===== src/source/microcode_rom.svh =====
`ifndef MICROCODE_ROM_SVH
`define MICROCODE_ROM_SVH

// entry points into the microcode
localparam micro_addr_t UADDR_NOP          = 9'd0;
localparam micro_addr_t UADDR_LD_EP_IMM    = 9'd1;
localparam micro_addr_t UADDR_LD_BR_IMM    = 9'd2;
localparam micro_addr_t UADDR_LD_BR_IND    = 9'd3;

// extended opcode to first microword, anything unknown runs the nop
function automatic micro_addr_t translate_opcode(ext_opcode_t op);
    case (op)
        EXT_LD_EP_IMM:
            return UADDR_LD_EP_IMM;
        {2'b00, OPCODE_LD_BR_IMM}:
            return UADDR_LD_BR_IMM;
        {2'b00, OPCODE_LD_BR_IND_IMM}:
            return UADDR_LD_BR_IND;
        default:
            return UADDR_NOP;
    endcase
endfunction

function automatic microword_t microcode_word(micro_addr_t addr);
    case (addr)
        9'd0:
            return make_micro(MICRO_TYPE_MISC, MICRO_BUS_NONE, 1'b1, MICRO_MOV_NONE,
                              MICRO_MOV_NONE);
        9'd1:
            return make_micro(MICRO_TYPE_MISC, MICRO_BUS_NONE, 1'b1, MICRO_MOV_EP,
                              MICRO_MOV_IMM_LOW);
        9'd2:
            return make_micro(MICRO_TYPE_MISC, MICRO_BUS_NONE, 1'b1, MICRO_MOV_BR,
                              MICRO_MOV_IMM_LOW);
        // write of the high immediate to [BR:ll], then a closing step
        9'd3:
            return make_micro(MICRO_TYPE_BUS, MICRO_BUS_MEM_WRITE, 1'b0, MICRO_MOV_BR,
                              MICRO_MOV_IMM_HIGH);
        default:
            return make_micro(MICRO_TYPE_MISC, MICRO_BUS_NONE, 1'b1, MICRO_MOV_NONE,
                              MICRO_MOV_NONE);
    endcase
endfunction

`endif


===== src/source/s1c88_pkg.sv =====
package s1c88_pkg;

    typedef logic [7:0]  byte_t;
    typedef logic [15:0] word_t;
    typedef logic [23:0] addr_t;

    localparam int TRANSLATION_DEPTH = 768;
    localparam int MICROCODE_DEPTH   = 512;

    // two prefix page bits on top of the opcode byte
    typedef logic [$clog2(TRANSLATION_DEPTH)-1:0] ext_opcode_t;
    typedef logic [$clog2(MICROCODE_DEPTH)-1:0]   micro_addr_t;
    typedef logic [19:0]                          microword_t;

    typedef enum logic [1:0]
    {
        BUS_IDLE      = 2'd0,
        BUS_MEM_WRITE = 2'd2,
        BUS_MEM_READ  = 2'd3
    } bus_status_t;

    typedef enum logic [2:0]
    {
        FETCH_RESET_WAIT,
        FETCH_VECTOR_LOW,
        FETCH_VECTOR_HIGH,
        FETCH_OPCODE,
        FETCH_OPEXT,
        FETCH_IMM_LOW,
        FETCH_IMM_HIGH,
        FETCH_EXECUTE
    } fetch_state_t;

    typedef enum logic [2:0]
    {
        MICRO_TYPE_MISC = 3'd0,
        MICRO_TYPE_BUS  = 3'd1
    } micro_type_t;

    typedef enum logic [4:0]
    {
        MICRO_MOV_NONE     = 5'h00,
        MICRO_MOV_IMM_LOW  = 5'h02,
        MICRO_MOV_IMM_HIGH = 5'h03,
        MICRO_MOV_BR       = 5'h0D,
        MICRO_MOV_EP       = 5'h11
    } micro_mov_t;

    localparam byte_t       OPCODE_LD_BR_IMM     = 8'hB4;
    localparam byte_t       OPCODE_LD_BR_IND_IMM = 8'hDD;
    localparam byte_t       OPCODE_PREFIX_CE     = 8'hCE;
    localparam byte_t       OPCODE_PREFIX_CF     = 8'hCF;
    localparam ext_opcode_t EXT_LD_EP_IMM        = 10'h1C5;

    localparam addr_t RESET_VECTOR_ADDR = 24'h000000;
    localparam int    RESET_WAIT_CYCLES = 2;

    // microword layout, bits 16:13 and 11 are spare
    localparam int MW_TYPE_LSB   = 17;
    localparam int MW_BUS_OP_BIT = 12;
    localparam int MW_DONE_BIT   = 10;
    localparam int MW_DST_LSB    = 5;
    localparam int MW_SRC_LSB    = 0;

    localparam logic MICRO_BUS_NONE      = 1'b0;
    localparam logic MICRO_BUS_MEM_WRITE = 1'b1;

    function automatic microword_t make_micro(micro_type_t kind, logic bus_op, logic done,
                                              micro_mov_t dst, micro_mov_t src);
        microword_t mw;
        mw = '0;
        mw[MW_TYPE_LSB +: $bits(micro_type_t)] = kind;
        mw[MW_BUS_OP_BIT]                      = bus_op;
        mw[MW_DONE_BIT]                        = done;
        mw[MW_DST_LSB +: $bits(micro_mov_t)]   = dst;
        mw[MW_SRC_LSB +: $bits(micro_mov_t)]   = src;
        return mw;
    endfunction

endpackage


===== src/source/bus_interface.sv =====
`timescale 1ns/1ns

module bus_interface
    import s1c88_pkg::*;
(
    input  logic        clk,
    input  logic        reset,
    input  addr_t       fetch_addr,
    input  logic        fetch_active,
    input  logic        opcode_cycle,
    input  logic        write_req,
    input  addr_t       write_addr,
    input  byte_t       write_data,
    output addr_t       address_out,
    output byte_t       data_out,
    output logic        read,
    output logic        write,
    output logic        sync,
    output bus_status_t bus_status,
    output logic        cycle_end
);

    // 0 in the first clock of a cycle, 1 in the second
    logic phase;

    assign cycle_end = phase;
    assign read      = phase && bus_status == BUS_MEM_READ;
    assign write     = phase && bus_status == BUS_MEM_WRITE;

    always_ff @(posedge clk, posedge reset)
    begin
        if (reset)
        begin
            phase      <= 1'b0;
            bus_status <= BUS_IDLE;
            sync       <= 1'b0;
        end
        else
        begin
            phase <= ~phase;
            if (phase)
            begin
                // writes from the sequencer win over instruction fetch
                if (write_req)
                begin
                    bus_status <= BUS_MEM_WRITE;
                    sync       <= 1'b0;
                end
                else if (fetch_active)
                begin
                    bus_status <= BUS_MEM_READ;
                    sync       <= opcode_cycle;
                end
                else
                begin
                    bus_status <= BUS_IDLE;
                    sync       <= 1'b0;
                end
            end
        end
    end

    // address and data hold for the whole cycle
    always_ff @(posedge clk)
    begin
        if (phase)
        begin
            if (write_req)
            begin
                address_out <= write_addr;
                data_out    <= write_data;
            end
            else if (fetch_active)
                address_out <= fetch_addr;
        end
    end

    assert property (@(posedge clk) disable iff (reset) !(read && write));

endmodule


===== src/source/fetch_unit.sv =====
`timescale 1ns/1ns

module fetch_unit
    import s1c88_pkg::*;
(
    input  logic        clk,
    input  logic        reset,
    input  byte_t       data_in,
    input  logic        cycle_end,
    input  logic        exec_done,
    output addr_t       fetch_addr,
    output logic        fetch_active,
    output logic        opcode_cycle,
    output ext_opcode_t ext_opcode,
    output word_t       imm,
    output logic        exec_start
);

    fetch_state_t state;
    fetch_state_t next_state;
    word_t        pc;
    word_t        prog_pc;
    logic [1:0]   wait_count;
    logic [1:0]   imm_bytes;
    logic [1:0]   lookahead_imm;
    ext_opcode_t  lookahead_op;
    logic         done_seen;

    // immediate bytes that follow each instruction
    function automatic logic [1:0] imm_count(ext_opcode_t op);
        case (op)
            {2'b00, OPCODE_LD_BR_IMM}:
                return 2'd1;
            {2'b00, OPCODE_LD_BR_IND_IMM}:
                return 2'd2;
            EXT_LD_EP_IMM:
                return 2'd1;
            default:
                return 2'd0;
        endcase
    endfunction

    // the byte on data_in is decoded in the clock it is sampled, so the
    // next read is already known when the bus starts its next cycle.
    // CE selects page 1 and CF page 2
    assign lookahead_op = (state == FETCH_OPEXT) ?
        {ext_opcode[0], ~ext_opcode[0], data_in} : {2'b00, data_in};
    assign lookahead_imm = imm_count(lookahead_op);

    // high byte of the vector is only in data_in on the last vector clock
    assign prog_pc = (state == FETCH_VECTOR_HIGH) ? {data_in, pc[7:0]} : pc;

    always_comb
    begin
        next_state = state;
        case (state)
            FETCH_RESET_WAIT:
                if (wait_count == 2'(RESET_WAIT_CYCLES - 1))
                    next_state = FETCH_VECTOR_LOW;
            FETCH_VECTOR_LOW:
                next_state = FETCH_VECTOR_HIGH;
            FETCH_VECTOR_HIGH:
                next_state = FETCH_OPCODE;
            FETCH_OPCODE:
                if (data_in == OPCODE_PREFIX_CE || data_in == OPCODE_PREFIX_CF)
                    next_state = FETCH_OPEXT;
                else if (lookahead_imm != 2'd0)
                    next_state = FETCH_IMM_LOW;
                else
                    next_state = FETCH_EXECUTE;
            FETCH_OPEXT:
                next_state = (lookahead_imm != 2'd0) ? FETCH_IMM_LOW : FETCH_EXECUTE;
            FETCH_IMM_LOW:
                next_state = (imm_bytes == 2'd2) ? FETCH_IMM_HIGH : FETCH_EXECUTE;
            FETCH_IMM_HIGH:
                next_state = FETCH_EXECUTE;
            FETCH_EXECUTE:
                if (done_seen)
                    next_state = FETCH_OPCODE;
            default:
                next_state = FETCH_RESET_WAIT;
        endcase
    end

    assign fetch_active = !(next_state inside {FETCH_RESET_WAIT, FETCH_EXECUTE});
    assign opcode_cycle = (next_state == FETCH_OPCODE);

    always_comb
    begin
        case (next_state)
            FETCH_VECTOR_LOW:
                fetch_addr = RESET_VECTOR_ADDR;
            FETCH_VECTOR_HIGH:
                fetch_addr = RESET_VECTOR_ADDR + 24'd1;
            default:
                fetch_addr = {8'h00, prog_pc};
        endcase
    end

    always_ff @(posedge clk, posedge reset)
    begin
        if (reset)
        begin
            state      <= FETCH_RESET_WAIT;
            pc         <= '0;
            wait_count <= '0;
            imm_bytes  <= '0;
            exec_start <= 1'b0;
            done_seen  <= 1'b0;
        end
        else
        begin
            exec_start <= 1'b0;
            if (exec_done)
                done_seen <= 1'b1;

            // every transition lines up with a bus cycle boundary
            if (cycle_end)
            begin
                state <= next_state;
                if (state == FETCH_RESET_WAIT)
                    wait_count <= wait_count + 2'd1;
                if (state == FETCH_VECTOR_LOW)
                    pc[7:0] <= data_in;
                if (next_state inside {FETCH_OPCODE, FETCH_OPEXT, FETCH_IMM_LOW, FETCH_IMM_HIGH})
                    pc <= prog_pc + 16'd1;
                if (state inside {FETCH_OPCODE, FETCH_OPEXT})
                    imm_bytes <= lookahead_imm;
                if (next_state == FETCH_EXECUTE && state != FETCH_EXECUTE)
                    exec_start <= 1'b1;
                if (state == FETCH_EXECUTE && done_seen)
                    done_seen <= 1'b0;
            end
        end
    end

    always_ff @(posedge clk)
    begin
        if (cycle_end)
        begin
            case (state)
                FETCH_OPCODE:
                    ext_opcode <= {2'b00, data_in};
                FETCH_OPEXT:
                    ext_opcode <= lookahead_op;
                FETCH_IMM_LOW:
                    imm[7:0] <= data_in;
                FETCH_IMM_HIGH:
                    imm[15:8] <= data_in;
                default:
                begin
                end
            endcase
        end
    end

    assert property (@(posedge clk) disable iff (reset) exec_start |-> state == FETCH_EXECUTE);

    // the sequencer only finishes an instruction this unit handed over
    assert property (@(posedge clk) disable iff (reset)
        exec_done |-> state == FETCH_EXECUTE && !done_seen);

endmodule


===== src/source/micro_sequencer.sv =====
`timescale 1ns/1ns

module micro_sequencer
    import s1c88_pkg::*;
(
    input  logic        clk,
    input  logic        reset,
    input  logic        cycle_end,
    input  logic        exec_start,
    input  ext_opcode_t ext_opcode,
    input  word_t       imm,
    output logic        write_req,
    output addr_t       write_addr,
    output byte_t       write_data,
    output logic        exec_done
);

    `include "microcode_rom.svh"

    micro_addr_t micro_pc;
    microword_t  micro_op;
    micro_type_t micro_type;
    logic        micro_bus_op;
    logic        micro_done;
    micro_mov_t  micro_dst;
    micro_mov_t  micro_src;
    byte_t       src_byte;
    byte_t       ep;
    byte_t       br;
    logic        active;
    logic        write_pending;
    logic        step;

    assign micro_op     = microcode_word(micro_pc);
    assign micro_type   = micro_type_t'(micro_op[MW_TYPE_LSB +: $bits(micro_type_t)]);
    assign micro_bus_op = micro_op[MW_BUS_OP_BIT];
    assign micro_done   = micro_op[MW_DONE_BIT];
    assign micro_dst    = micro_mov_t'(micro_op[MW_DST_LSB +: $bits(micro_mov_t)]);
    assign micro_src    = micro_mov_t'(micro_op[MW_SRC_LSB +: $bits(micro_mov_t)]);

    always_comb
    begin
        case (micro_src)
            MICRO_MOV_IMM_LOW:
                src_byte = imm[7:0];
            MICRO_MOV_IMM_HIGH:
                src_byte = imm[15:8];
            MICRO_MOV_BR:
                src_byte = br;
            MICRO_MOV_EP:
                src_byte = ep;
            default:
                src_byte = '0;
        endcase
    end

    // request stays up until the bus takes it at a cycle boundary
    assign write_req = active && micro_type == MICRO_TYPE_BUS &&
                       micro_bus_op == MICRO_BUS_MEM_WRITE && !write_pending;
    assign write_addr = {ep, br, imm[7:0]};
    assign write_data = src_byte;

    // misc words take one clock, a bus word ends with its write cycle
    assign step = active && (micro_type != MICRO_TYPE_BUS || (cycle_end && write_pending));

    always_ff @(posedge clk, posedge reset)
    begin
        if (reset)
        begin
            micro_pc      <= '0;
            active        <= 1'b0;
            write_pending <= 1'b0;
            exec_done     <= 1'b0;
            ep            <= '0;
            br            <= '0;
        end
        else
        begin
            exec_done <= 1'b0;
            if (exec_start)
            begin
                micro_pc <= translate_opcode(ext_opcode);
                active   <= 1'b1;
            end
            else if (active)
            begin
                if (micro_type == MICRO_TYPE_MISC)
                begin
                    case (micro_dst)
                        MICRO_MOV_EP:
                            ep <= src_byte;
                        MICRO_MOV_BR:
                            br <= src_byte;
                        default:
                        begin
                        end
                    endcase
                end

                if (write_req && cycle_end)
                    write_pending <= 1'b1;

                if (step)
                begin
                    write_pending <= 1'b0;
                    if (micro_done)
                    begin
                        active    <= 1'b0;
                        exec_done <= 1'b1;
                    end
                    else
                        micro_pc <= micro_pc + 9'd1;
                end
            end
        end
    end

    assert property (@(posedge clk) disable iff (reset)
        $rose(write_req) |-> active && !exec_done);

endmodule


===== src/source/s1c88_core.sv =====
`timescale 1ns/1ns

module s1c88_core
    import s1c88_pkg::*;
(
    input  logic        clk,
    input  logic        reset,
    input  byte_t       data_in,
    output addr_t       address_out,
    output byte_t       data_out,
    output logic        read,
    output logic        write,
    output logic        sync,
    output bus_status_t bus_status
);

    logic        cycle_end;
    addr_t       fetch_addr;
    logic        fetch_active;
    logic        opcode_cycle;
    ext_opcode_t ext_opcode;
    word_t       imm;
    logic        exec_start;
    logic        exec_done;
    logic        write_req;
    addr_t       write_addr;
    byte_t       write_data;

    // instruction stream side
    fetch_unit fetch_i
    (
        .clk          (clk),
        .reset        (reset),
        .data_in      (data_in),
        .cycle_end    (cycle_end),
        .exec_done    (exec_done),
        .fetch_addr   (fetch_addr),
        .fetch_active (fetch_active),
        .opcode_cycle (opcode_cycle),
        .ext_opcode   (ext_opcode),
        .imm          (imm),
        .exec_start   (exec_start)
    );

    micro_sequencer sequencer_i
    (
        .clk        (clk),
        .reset      (reset),
        .cycle_end  (cycle_end),
        .exec_start (exec_start),
        .ext_opcode (ext_opcode),
        .imm        (imm),
        .write_req  (write_req),
        .write_addr (write_addr),
        .write_data (write_data),
        .exec_done  (exec_done)
    );

    // external pins come from here
    bus_interface bus_i
    (
        .clk          (clk),
        .reset        (reset),
        .fetch_addr   (fetch_addr),
        .fetch_active (fetch_active),
        .opcode_cycle (opcode_cycle),
        .write_req    (write_req),
        .write_addr   (write_addr),
        .write_data   (write_data),
        .address_out  (address_out),
        .data_out     (data_out),
        .read         (read),
        .write        (write),
        .sync         (sync),
        .bus_status   (bus_status),
        .cycle_end    (cycle_end)
    );

endmodule


===== config.mk =====
export PLATFORM = sky130hd
export DESIGN_NAME = s1c88_core
export DESIGN_NICKNAME = d
export VERILOG_FILES = /design/src/source/s1c88_pkg.sv /design/src/source/bus_interface.sv /design/src/source/fetch_unit.sv /design/src/source/micro_sequencer.sv /design/src/source/s1c88_core.sv
export VERILOG_INCLUDE_DIRS = /design/src /design/src/source
export SDC_FILE = /design/constraint.sdc
export NUM_CORES = 1
export LEC_CHECK = 0
export BUFFER_PORTS_ARGS = -buffer_cell sky130_fd_sc_hd__buf_2
export CORE_ASPECT_RATIO = 0.9
export CORE_MARGIN = 2
export CORE_UTILIZATION = 55
export DETAILED_ROUTE_END_ITERATION = 10
export MAX_ROUTING_LAYER = met4
export PLACE_DENSITY_LB_ADDON = 0.12
export REMOVE_ABC_BUFFERS = 1
export SYNTH_ARGS = -nofsm -noshare
export SYNTH_HDL_FRONTEND = slang
export SYNTH_SLANG_ARGS = --single-unit

===== constraint.sdc =====
create_clock -name clk -period 5.3 [get_ports clk]
set_input_delay 0.265 -clock clk [delete_from_list [all_inputs] [get_ports clk]]
set_output_delay 0.265 -clock clk [all_outputs]
set_load 0.02 [all_outputs]

---- Word level (Yosys, flattened, before mapping) ----
Index checks and enable logic that the tools add are counted.
word-level totals
  register bits after elaboration ......... 115
  input port bits ......................... 10
  output and inout bits ................... 37
cells by class
  $add $sub $neg .......................... 3
  equal/unequal tests ..................... 40
  muxes and demuxes ....................... 41
  bitwise operators ....................... 3
  reductions and logical operators ........ 37
operators with widths
  cell                   count
  $pmux 18 s3            1
  $mux 24                2
  $eq 10x8->1 const B    4
  $mux 9                 4
  $pmux 16 s2            1
  $pmux 8 s4             1
  $eq 3x3->1 const B     8
  $pmux 3 s8             1
  $eq 10x9->1 const B    2
  $pmux 10 s2            1
  $eq 9x2->1 const B     2
  $mux 1                 18
  $add 16x1->16 const B  1
  $eq 8x8->1 const B     2
  $mux 16                1
  $mux 8                 2
  $reduce_and 2->1       8
  $reduce_bool 2->1      7
  $eq 3x2->1 const B     4
  $eq 5x2->1 const B     2
  $eq 5x4->1 const B     2
  $eq 5x5->1 const B     2
  $logic_and 1x1->1      10
  $mux 10                1
  23 further kinds       37

---- Depth between registers and ports, before layout ----
Gate-level depths: netlist (run 1).
  depth in word-level cells ............... 13
  mapped depth ............................ 9
  mapped depth without buffers ............ 8

---- Modules after synthesis ----
From an unflattened synthesis (run 1), not the netlist that was laid out.
unflattened totals
  cells, all modules ...................... 507
  area total of the unflattened synthesis .. 5914.4 sq um
modules (own cells, without submodules)
  module           instances  cells an instance  area an instance (sq um)  sequential area each (sq um)
  fetch_unit       1          300                2949.1                    1406.3
  bus_interface    1          77                 1511.4                    1061.0
  micro_sequencer  1          130                1453.9                    700.7

---- Worst setup path after synthesis (run 1) ----
OpenSTA, ideal clock, no wires.
  path kind ............................... register -> register
  start ................................... register sequencer_i.micro_pc[5]
  end ..................................... register bus_i.address_out[0] (enable)
  library setup time ...................... 0.405 ns
  data arrival time ....................... 2.864 ns
  path slack .............................. 2.031 ns
  cell stages (with the launch flop) ...... 8
  buffers on the path ..................... 1
  period minus slack after synthesis ...... 3.269 ns
  path through ............................ dfrtp_1 or4_1 nor4_4 nand2_2 nor3b_2 buf_2 o21ba_2 nor2_1
on the way
  longest elaborated chain between the ends .. 8
  elaborated cells on any way between the ends .. 10
  those cells by class .................... 5 x eq/ne; 1 x mux; 4 x reduce/logical
ends and longest elaborated chain
  item                                             line                    RTL
  from (decl)                                      micro_sequencer.sv:20   micro_addr_t micro_pc;
  from (signal assigned)                           micro_sequencer.sv:82   micro_pc <= translate_opcode(ext_opcode);
  from (signal assigned)                           micro_sequencer.sv:112  micro_pc <= micro_pc + 9'd1;
  $eq 9x2->1 / $eq 9x1->1 (equally long branches)  microcode_rom.svh:25    case (addr)
  $pmux 18 s3 *                                    microcode_rom.svh:25
  $eq 1x1->1                                       micro_sequencer.sv:58   assign write_req = active && micro_type == MICRO_TYPE_BUS &&
  $logic_and 1x1->1                                micro_sequencer.sv:58
  $logic_and 1x1->1 *                              micro_sequencer.sv:58
  $logic_and 1x1->1 *                              micro_sequencer.sv:59   micro_bus_op == MICRO_BUS_MEM_WRITE && !write_pending;
  $ne 2x1->1 (no source line) *                    n/a
  $reduce_and 2->1 (no source line) *              n/a
  to (signal assigned)                             bus_interface.sv:70     address_out <= write_addr;
  to (signal assigned)                             bus_interface.sv:74     address_out <= fetch_addr;
  to (decl)                                        bus_interface.sv:14     output addr_t address_out,
Every way passes the cells marked *; elsewhere a longest branch is shown, timed or not.
A chain may end at the register's enable or synchronous reset.

---- Worst setup path after layout (run 1) ----
  start ................................... register sequencer_i.micro_pc[5]
  end ..................................... register bus_i.data_out[4] (enable)
on the way
  longest elaborated chain between the ends .. 7
  elaborated cells on any way between the ends .. 9
  those cells by class .................... 4 x eq/ne; 1 x mux; 4 x reduce/logical
ends and longest elaborated chain
  item                                             line                   RTL
  $eq 9x2->1 / $eq 9x1->1 (equally long branches)  microcode_rom.svh:25
  $pmux 18 s3 *                                    microcode_rom.svh:25
  $eq 1x1->1                                       micro_sequencer.sv:58
  $logic_and 1x1->1                                micro_sequencer.sv:58
  $logic_and 1x1->1 *                              micro_sequencer.sv:58
  $logic_and 1x1->1 *                              micro_sequencer.sv:59
  $reduce_and 2->1 (no source line) *              n/a
  to (signal assigned)                             bus_interface.sv:71    data_out <= write_data;
  to (decl)                                        bus_interface.sv:15    output byte_t data_out,
Marks and branches as above.

==> reports/metrics.yaml, run 1 <==
grt_pass1_vias: 3891
grt_first_pass_wirelength_mm: 20.4
drt-wirelength-per-cell_um: 18.4
finalNonFillerCells: 672
postSynth.topFlopCell: "sky130_fd_sc_hd__edfxtp_1"
cts_setup_buffers: 0
flow.area_growth_from_synthesis_pct: 17.1
setup.worst_path.end_class: "flip-flop"
syn_area_mm2: 0.00541
internal_power_mw: 2.22
dieArea_mm2: 0.0106
power_switching_share_pct: 36.8
timing.fmax_mhz: 307
avgSynthCellArea_um2: 11.2
r2r_slack_ps: 2040
firstDrtPassIters: 5
postCtsResizedCells: 0
pin_count: 47
clkLatencyLatePin_ps: 520
tns_ps: 0
ys_async_sr_fraction_pct: 49.6
power_leakage_nw: 2.60
numPlacedInstances: 639
finalMaxSlewViolations: 0
worstMarginPinSlew_ps: 1320
number_of_enable_type_register_cells_in_the_synthesized_netlist: 58
finalCoreUtilization_pct: 65.8
final-hold-violation-count: 0
total_grt_usage_pct: 26.4
placeableCoreArea_mm2: 0.00961
register_bit_total_from_synthesis: 115
synth.yosys.seq_area_share_pct: 58.6
final.setup_skew_ps: 12.3
ant_nets: 0
power_switching_mw: 1.30
crit_path_start: "sequencer_i.micro_pc[5]"
cts_buffers: 17
yosysWarnings: 0
max-slew-margin-rel_pct: 11.9
maximum_fanout_along_the_worst_path: 19
floorplan.rows: 34
syn_inst: 481
grt_overflow: 0
nets_final: 548
min_period_over_period_pct: 61.5
timing.critical_path.to: "bus_i.data_out[4]"
number_of_distinct_library_cells_after_synthesis: 69
worst_ir_drop_vdd_mv: 0.379
routed_via_density: 5.82
outcome: "finished, final reports clean"
rr_startpoint: "sequencer_i.micro_pc[5]"
drt_iter0_markers: 268
num-fill-cells: 758
grt_antenna_before_repair: 0
clock_power_share_pct: 32.0
placement.io_buffers: 46
reg2reg_to: "bus_i.data_out[4]"
cts_htree_levels: 4
min-delay-path-class: "in2reg"
worst-r2r-cell-count: 6
cell_pwr_density_mw_per_mm2: 556
tritoncts: "built"
dieWidth_um: 109
grt_max_degree: 58
finalWorstPathRequiredPeriod_ps: 3260
num_vias: 3911
worstPathArrival_ps: 3430
gpl.final_weighted_congestion: 0.850
die_h_um: 98.1
clk_pin_slew_ps: 60
clock_tree.buffer_depth: 2
clkSinkCount: 115
unrepaired_setup_endpoints_after_global_routing: "false"
root_buffer: "sky130_fd_sc_hd__clkbuf_8"
totalWireLength_mm: 12.4
initial_core_util_pct: 56.2
critPathKind: "reg2reg"
diodes: 0
worst_setup_path_start_kind: "flip-flop"
post_detailed_placement_half_perimeter_wirelength_mm: 8.20
timing.max_cap.violations: 0
setup-violations-final: 0
power_frac_comb_pct: 31.3
final_layout_size_suffix_gt1_share_pct: 21.2
remaining_drc_errors: 0
cp.required_ps: 5470
pwr-share-seq_pct: 36.6
[layer usage]
metal | wire length, um | track usage (%) | up-vias
li1 | - | - | 1867
met1 | 5250 | 35.3 | 1867
met2 | 6020 | 40.5 | 161
met3 | 905 | 5.47 | 16
met4 | 175 | 8.68 | 0
met5 | 0 | - | -
[placed cells by master, fill, tap and decap left out, types with 4 or more instances in the layout]
| master | Yosys | layout |
|---|---|---|
| sky130_fd_sc_hd__o211ai_1 | 6 | 6 |
| sky130_fd_sc_hd__inv_1 | 24 | 23 |
| sky130_fd_sc_hd__buf_2 | 7 | 46 |
| sky130_fd_sc_hd__mux2i_1 | 14 | 14 |
| sky130_fd_sc_hd__nor2b_1 | 10 | 10 |
| sky130_fd_sc_hd__buf_4 | 3 | 4 |
| sky130_fd_sc_hd__ha_1 | 5 | 5 |
| sky130_fd_sc_hd__a21oi_1 | 21 | 21 |
| sky130_fd_sc_hd__edfxtp_1 | 58 | 58 |
| sky130_fd_sc_hd__o21ai_0 | 28 | 28 |
| sky130_fd_sc_hd__clkbuf_16 | 0 | 16 |
| sky130_fd_sc_hd__nor3_1 | 7 | 7 |
| sky130_fd_sc_hd__dfrtp_1 | 57 | 57 |
| sky130_fd_sc_hd__inv_6 | 0 | 5 |
| sky130_fd_sc_hd__o21ai_1 | 14 | 14 |
| sky130_fd_sc_hd__nand2_1 | 55 | 55 |
| sky130_fd_sc_hd__nand3_1 | 13 | 13 |
| sky130_fd_sc_hd__o311ai_1 | 5 | 5 |
| sky130_fd_sc_hd__nand4_1 | 4 | 4 |
| sky130_fd_sc_hd__nor2_1 | 33 | 32 |
| sky130_fd_sc_hd__or2_2 | 9 | 9 |
| sky130_fd_sc_hd__nor3b_1 | 5 | 5 |
| sky130_fd_sc_hd__and2_1 | 12 | 12 |
| sky130_fd_sc_hd__or3_1 | 4 | 4 |
| sky130_fd_sc_hd__a22o_1 | 6 | 6 |
[worst max-delay path, stage by stage (launching register included)]
cell	delay [ps]
sky130_fd_sc_hd__dfrtp_1	360
sky130_fd_sc_hd__or4_1	560
sky130_fd_sc_hd__nor4_4	250
sky130_fd_sc_hd__nand2_2	300
sky130_fd_sc_hd__nor3b_2	670
sky130_fd_sc_hd__buf_4	360
sky130_fd_sc_hd__and2_1	400
[repair_timing]
item,CTS,global route
hold endpoints to repair,46,0
hold buffers,1,0
setup endpoints to repair,0,0
[power groups by stage]
stage	logic, mW	clock network, mW	registers, mW
finish	1.10	1.13	1.29
global route	1.22	1.18	1.31
CTS	1.10	1.14	1.29
detailed placement	1.09	0	1.30
global placement	1.06	0	1.30
floorplan	0.795	0	1.28
[Yosys cell counts, types with 4 or more instances]
| cell | instances | area, um^2 |
|---|---|---|
| sky130_fd_sc_hd__mux2i_1 | 14 | 140 |
| sky130_fd_sc_hd__inv_1 | 24 | 90.1 |
| sky130_fd_sc_hd__or3_1 | 4 | 25.0 |
| sky130_fd_sc_hd__nor2b_1 | 10 | 62.6 |
| sky130_fd_sc_hd__clkbuf_1 | 6 | 22.5 |
| sky130_fd_sc_hd__dfrtp_1 | 57 | 1430 |
| sky130_fd_sc_hd__o21ai_1 | 14 | 70.1 |
| sky130_fd_sc_hd__nor3_1 | 7 | 35.0 |
| sky130_fd_sc_hd__edfxtp_1 | 58 | 1740 |
| sky130_fd_sc_hd__nor3b_1 | 5 | 37.5 |
| sky130_fd_sc_hd__nand4_1 | 4 | 25.0 |
| sky130_fd_sc_hd__a21oi_1 | 21 | 105 |
| sky130_fd_sc_hd__o211ai_1 | 6 | 45.0 |
| sky130_fd_sc_hd__nand2_1 | 55 | 206 |
| sky130_fd_sc_hd__buf_2 | 7 | 35.0 |
| sky130_fd_sc_hd__or2_2 | 9 | 56.3 |
| sky130_fd_sc_hd__ha_1 | 5 | 62.6 |
| sky130_fd_sc_hd__o21ai_0 | 28 | 140 |
| sky130_fd_sc_hd__and2_1 | 12 | 75.1 |
| sky130_fd_sc_hd__o311ai_1 | 5 | 43.8 |
| sky130_fd_sc_hd__nor2_1 | 33 | 124 |
| sky130_fd_sc_hd__a22o_1 | 6 | 52.6 |
| sky130_fd_sc_hd__nand3_1 | 13 | 65.1 |
[how the worst min path moves through the flow]
stage                           start                    end  slack (ps)  cells past startpoint
floorplan                  data_in[0]  fetch_i.ext_opcode[0]         360                      0
global placement    sequencer_i.ep[5]      sequencer_i.ep[5]         450                      2
detailed placement  sequencer_i.ep[5]      sequencer_i.ep[5]         460                      2
CTS                        data_in[7]         fetch_i.imm[7]          30                      1
global route               data_in[7]         fetch_i.imm[7]          40                      1
finish                     data_in[7]         fetch_i.imm[7]          50                      1
[final cells by class]
cell class	instances	area [um^2]	share of cell area, %
Clock inverter	15	173	2.73
Timing Repair Buffer	51	270	4.27
Sequential cell	115	3170	50.0
Clock buffer	17	414	6.54
Inverter	25	93.8	1.48
Multi-Input combinational cell	323	2050	32.4
Tap cell	126	158	2.49
[cell families after synthesis]
kind of cell    Yosys count  synth area share [%]
simple gates            180                  18.3
flops                   115                  58.6
mux                      18                  3.54
compound gates          116                  14.2
buf+inv                  43                  3.49
fa+ha+maj                 5                  1.16
xor+xnor                  4                 0.648
[registers in the layout, summed over array words and instances (netlist names), 2 cells and up]
signal,cells
bus_i.address_out,24
fetch_i.imm,16
fetch_i.pc,16
fetch_i.ext_opcode,10
sequencer_i.micro_pc,9
bus_i.data_out,8
sequencer_i.br,8
sequencer_i.ep,8
fetch_i.state,3
bus_i.bus_status,2
fetch_i.imm_bytes,2
fetch_i.wait_count,2
[through the flow]
stage / power [mW] / hold slack (ps) / setup slack [ps] / area, um^2
after floorplan: 2.07 / 364 / 1330 / 5310
after global placement: 2.36 / 454 / 2180 / 5730
after detailed placement: 2.40 / 462 / 2060 / 5730
after CTS: 3.53 / 32.8 / 2020 / 6330
after global routing: 3.71 / 41.3 / 1820 / 6330
final: 3.52 / 51.4 / 2040 / 6330
No activity file was read; power rests on OpenSTA's default activity.
==> run 2: changes to the inputs <==
ABC_AREA = 1   (was not set)
CORE_UTILIZATION = 54   (was 55)
clock period = 2.6 ns   (was 5.3 ns; I/O delays follow)
==> run 2 against run 1 <==
  * Global-route usage down 1.8 points
  * Final cell count up 17%
  * Register-to-register slack worse by 1700 ps
  * Largest cell class unchanged
  * Highest routed layer unchanged
  * Total power up 140%
  * Worst setup slack worse by 1700 ps
  * Critical path depth up 3
  * Critical endpoint is now bus_i.address_out[7]
  * Via count up 3.9%
  * Clock-buffer cell count up 1
  * Sequential cell count unchanged
  * Synthesized area up 2.9%
  * Die area up 4.6%
==> reports/metrics.yaml, run 2 <==
outcome: "finished, final reports clean"  # unchanged
gpl.final_weighted_congestion: 0.893  # was 0.850
num_vias: 4064  # was 3,911
flow.area_growth_from_synthesis_pct: 17.0  # was 17.1%
tns_ps: 0  # unchanged
synth_top_cell_area_share_pct: 31.3  # was 32.2%
number_of_enable_type_register_cells_in_the_synthesized_netlist: 58  # unchanged
grt_antenna_before_repair: 0  # unchanged
biggest_area_contributors_in_the_synthesized_netlist: "sky130_fd_sc_hd__edfxtp_1, sky130_fd_sc_hd__dfrtp_1, sky130_fd_sc_hd__nand2_1"  # unchanged
min-delay-path-class: "in2reg"  # unchanged
worstSetupPathDepth: 9  # was 6
syn_area_mm2: 0.00556  # was 0.00541 mm^2
critPathKind: "reg2reg"  # unchanged
cell_pwr_density_mw_per_mm2: 1280  # was 556 mW/mm^2
routedLengthMet1_mm: 5.58  # was 5.25 mm
critPathMostFrequentCell: "sky130_fd_sc_hd__nand2_1"
worstPathArrival_ps: 2440  # was 3430 ps
dieArea_mm2: 0.0111  # was 0.0106 mm^2
worst_setup_path_start_kind: "flip-flop"  # unchanged
totalWireLength_mm: 12.2  # was 12.4 mm
critPathSlowestCell: "sky130_fd_sc_hd__dfrtp_1"  # was sky130_fd_sc_hd__nor3b_2
die_h_um: 100  # was 98.1 um
timing.hold.ws_ps: 16.7  # was 51.4 ps
grt_overflow: 0  # unchanged
clock_tree.buffer_depth: 2  # unchanged
total_grt_usage_pct: 24.6  # was 26.4%
pin_count: 47  # unchanged
cp_top_family: "simple AND/OR/NAND/NOR gates"  # unchanged
register_bit_total_from_synthesis: 115  # unchanged
timing.fmax_mhz: 435  # was 307 MHz
worst-path-buf-inv: 2  # was 1
largest_register_ff_count: 24  # unchanged
crit_path_start: "fetch_i.state[2]"  # was sequencer_i.micro_pc[5]
syn_inst: 582  # was 481
cp.required_ps: 2740  # was 5470 ps
layout_top_registers: "bus_i.address_out: 24 flops, fetch_i.imm: 16 flops, fetch_i.pc: 16 flops"  # unchanged
mostFrequentLayoutCells: "sky130_fd_sc_hd__nand2_1, sky130_fd_sc_hd__inv_1, sky130_fd_sc_hd__edfxtp_1"  # was sky130_fd_sc_hd__edfxtp_1, sky130_fd_sc_hd__dfrtp_1, sky130_fd_sc_hd__nand2_1
power_leakage_nw: 2.94  # was 2.60 nW
drt_iter0_markers: 294  # was 268
synth.yosys.seq_area_share_pct: 57.0  # was 58.6%
ys_async_sr_fraction_pct: 49.6  # unchanged
maximum_fanout_along_the_worst_path: 14  # was 19
avgSynthCellArea_um2: 9.56  # was 11.2 um^2
detailed_route_wirelength_on_metal2_mm: 5.65  # was 6.02 mm
ant_nets: 0  # unchanged
largest_register: "bus_i.address_out"  # unchanged
grt_max_degree: 33  # was 58
timing.max_cap.violations: 0  # unchanged
timing.critical_path.to: "bus_i.address_out[7]"  # was bus_i.data_out[4]
cts_buffers: 17  # unchanged
final-hold-violation-count: 0  # unchanged
worst_ir_drop_vdd_mv: 0.831  # was 0.379 mV
max-slew-margin-rel_pct: 52.3  # was 11.9%
routed_via_density: 5.18  # was 5.82
diodes: 0  # unchanged
yosysMostFrequentCell: "sky130_fd_sc_hd__nand2_1"  # was sky130_fd_sc_hd__edfxtp_1
final_layout_size_suffix_gt1_share_pct: 22.4  # was 21.2%
initial_core_util_pct: 55.0  # was 56.2%
cts_htree_levels: 4  # unchanged
layout.cells.most_common: "sky130_fd_sc_hd__nand2_1"  # was sky130_fd_sc_hd__edfxtp_1
cts_setup_buffers: 0  # unchanged
unrepaired_setup_endpoints_after_global_routing: "false"  # unchanged
r2r_slack_ps: 300  # was 2040 ps
ys_top_cells_by_count: "sky130_fd_sc_hd__nand2_1, sky130_fd_sc_hd__inv_1, sky130_fd_sc_hd__edfxtp_1, sky130_fd_sc_hd__dfrtp_1, sky130_fd_sc_hd__nor2_1"  # was sky130_fd_sc_hd__edfxtp_1, sky130_fd_sc_hd__dfrtp_1, sky130_fd_sc_hd__nand2_1, sky130_fd_sc_hd__nor2_1, sky130_fd_sc_hd__o21ai_0
min_period_over_period_pct: 88.4  # was 61.5%
clk_pin_slew_ps: 50  # was 60 ps
grt_first_pass_wirelength_mm: 20.5  # was 20.4 mm
routed-wl-met3_um: 738  # was 905 um
finalWorstPathRequiredPeriod_ps: 2300  # was 3260 ps
firstDrtPassIters: 5  # unchanged
worst-r2r-cell-count: 9  # was 6
worstMarginPinSlew_ps: 708  # was 1320 ps
crit_chain: "inv_2, nor2_1, nand2_1, nand2_1, nand4_1, nand2_1, inv_1, nand3_1, o21ai_0"  # was or4_1, nor4_4, nand2_2, nor3b_2, buf_4, and2_1
grt_pass1_vias: 4076  # was 3,891
drt-wirelength-per-cell_um: 15.6  # was 18.4 um
finalMaxSlewViolations: 0  # unchanged
post_detailed_placement_half_perimeter_wirelength_mm: 8.62  # was 8.20 mm
dieWidth_um: 111  # was 109 um
setup-violations-final: 0  # unchanged
rr_startpoint: "fetch_i.state[2]"  # was sequencer_i.micro_pc[5]
placement.io_buffers: 46  # unchanged
nets_final: 658  # was 548
clkLatencyLatePin_ps: 420  # was 520 ps
post-layout-total-power_mw: 8.35  # was 3.52 mW
floorplan.rows: 35  # was 34
reg2reg_to: "bus_i.address_out[7]"  # was bus_i.data_out[4]
remaining_drc_errors: 0  # unchanged
root_buffer: "sky130_fd_sc_hd__clkbuf_16"  # was sky130_fd_sc_hd__clkbuf_8
yosysWarnings: 0  # unchanged
postSynth.topFlopCell: "sky130_fd_sc_hd__edfxtp_1"  # unchanged
critical_path.max_stage_delay_ps: 500  # was 670 ps
placeableCoreArea_mm2: 0.0101  # was 0.00961 mm^2
topRoutingLayerUsed: "met4"  # unchanged
finalCoreUtilization_pct: 64.4  # was 65.8%
post-synth-top-area-cell: "sky130_fd_sc_hd__edfxtp_1"  # unchanged
number_of_distinct_library_cells_after_synthesis: 42  # was 69
setup.worst_path.end_class: "flip-flop"  # unchanged
clkSinkCount: 115  # unchanged
tritoncts: "built"  # unchanged
final.setup_skew_ps: 16.5  # was 12.3 ps
[run 2: cell types whose count changed in the layout (fill, tap and decap cells not counted), moves of 10 or more]
cell,previous run,this run
sky130_fd_sc_hd__and2_1,12,0
sky130_fd_sc_hd__nand2_2,3,17
sky130_fd_sc_hd__nor2_1,32,50
sky130_fd_sc_hd__nand2_1,55,142
sky130_fd_sc_hd__mux2i_1,14,0
sky130_fd_sc_hd__nor2b_1,10,0
sky130_fd_sc_hd__o21ai_0,28,45
sky130_fd_sc_hd__nand3_1,13,25
sky130_fd_sc_hd__o21ai_2,0,10
sky130_fd_sc_hd__inv_1,23,69
[run 2: metal layers]
layer	vias up	track usage, %
met5	-	-
met4	0	9.42
met3	24	6.52
met2	126	37.8
met1	1890	31.8
li1	2024	-
[run 2: repair_timing]
action / CTS / global route
endpoints found under the setup margin: 0 / 0
hold buffers: 1 / 1
resized for setup: 0 / 0
endpoints found under the hold margin: 25 / 1
[run 2: worst min path at each step]
stage	start	to	slack (ps)	depth (start not counted)
after floorplan	data_in[0]	fetch_i.ext_opcode[0]	230	0
after global placement	reset	sequencer_i.micro_pc[5]	220	2
after CTS	data_in[6]	fetch_i.ext_opcode[6]	3	1
after detailed placement	reset	sequencer_i.micro_pc[7]	230	2
final	data_in[5]	fetch_i.ext_opcode[5]	20	1
after global routing	data_in[5]	fetch_i.ext_opcode[5]	10	1
[run 2: power by group]
| part | switching, mW | leakage, nW | total [mW] | internal, mW |
|---|---|---|---|---|
| combinational | 2.28 | 1.42 | 3.26 | 0.984 |
| sequential | 0.282 | 1.24 | 2.78 | 2.50 |
| clock | 0.863 | 0.281 | 2.31 | 1.44 |
| total | 3.42 | 2.94 | 8.35 | 4.93 |
[run 2: per-stage QoR]
stage	instance area (um^2)	instances	setup slack, ps
after detailed placement	5900	751	306
after CTS	6500	784	288
final	6510	785	301
after global routing	6510	785	13.5
after floorplan	5430	567	242
after global placement	5900	751	299
[run 2: final cells by class]
class | count | area [um^2]
clock buffers | 18 | 439
clock inverters | 14 | 153
fillers | 828 | 3610
inverters | 77 | 289
multi-input cells | 375 | 1970
flip-flops and latches | 115 | 3170
well taps | 129 | 161
repair buffers | 57 | 330
[run 2: cells by family after synthesis]
family	after synthesis	share of synthesized area [%]
AND/OR/NAND/NOR	279	24.3
buffers and inverters	92	7.65
adder cells (fa/ha/maj)	5	1.12
AO/OA/AOI/OAI	82	8.59
flip-flops	115	57.0
XOR/XNOR	9	1.42
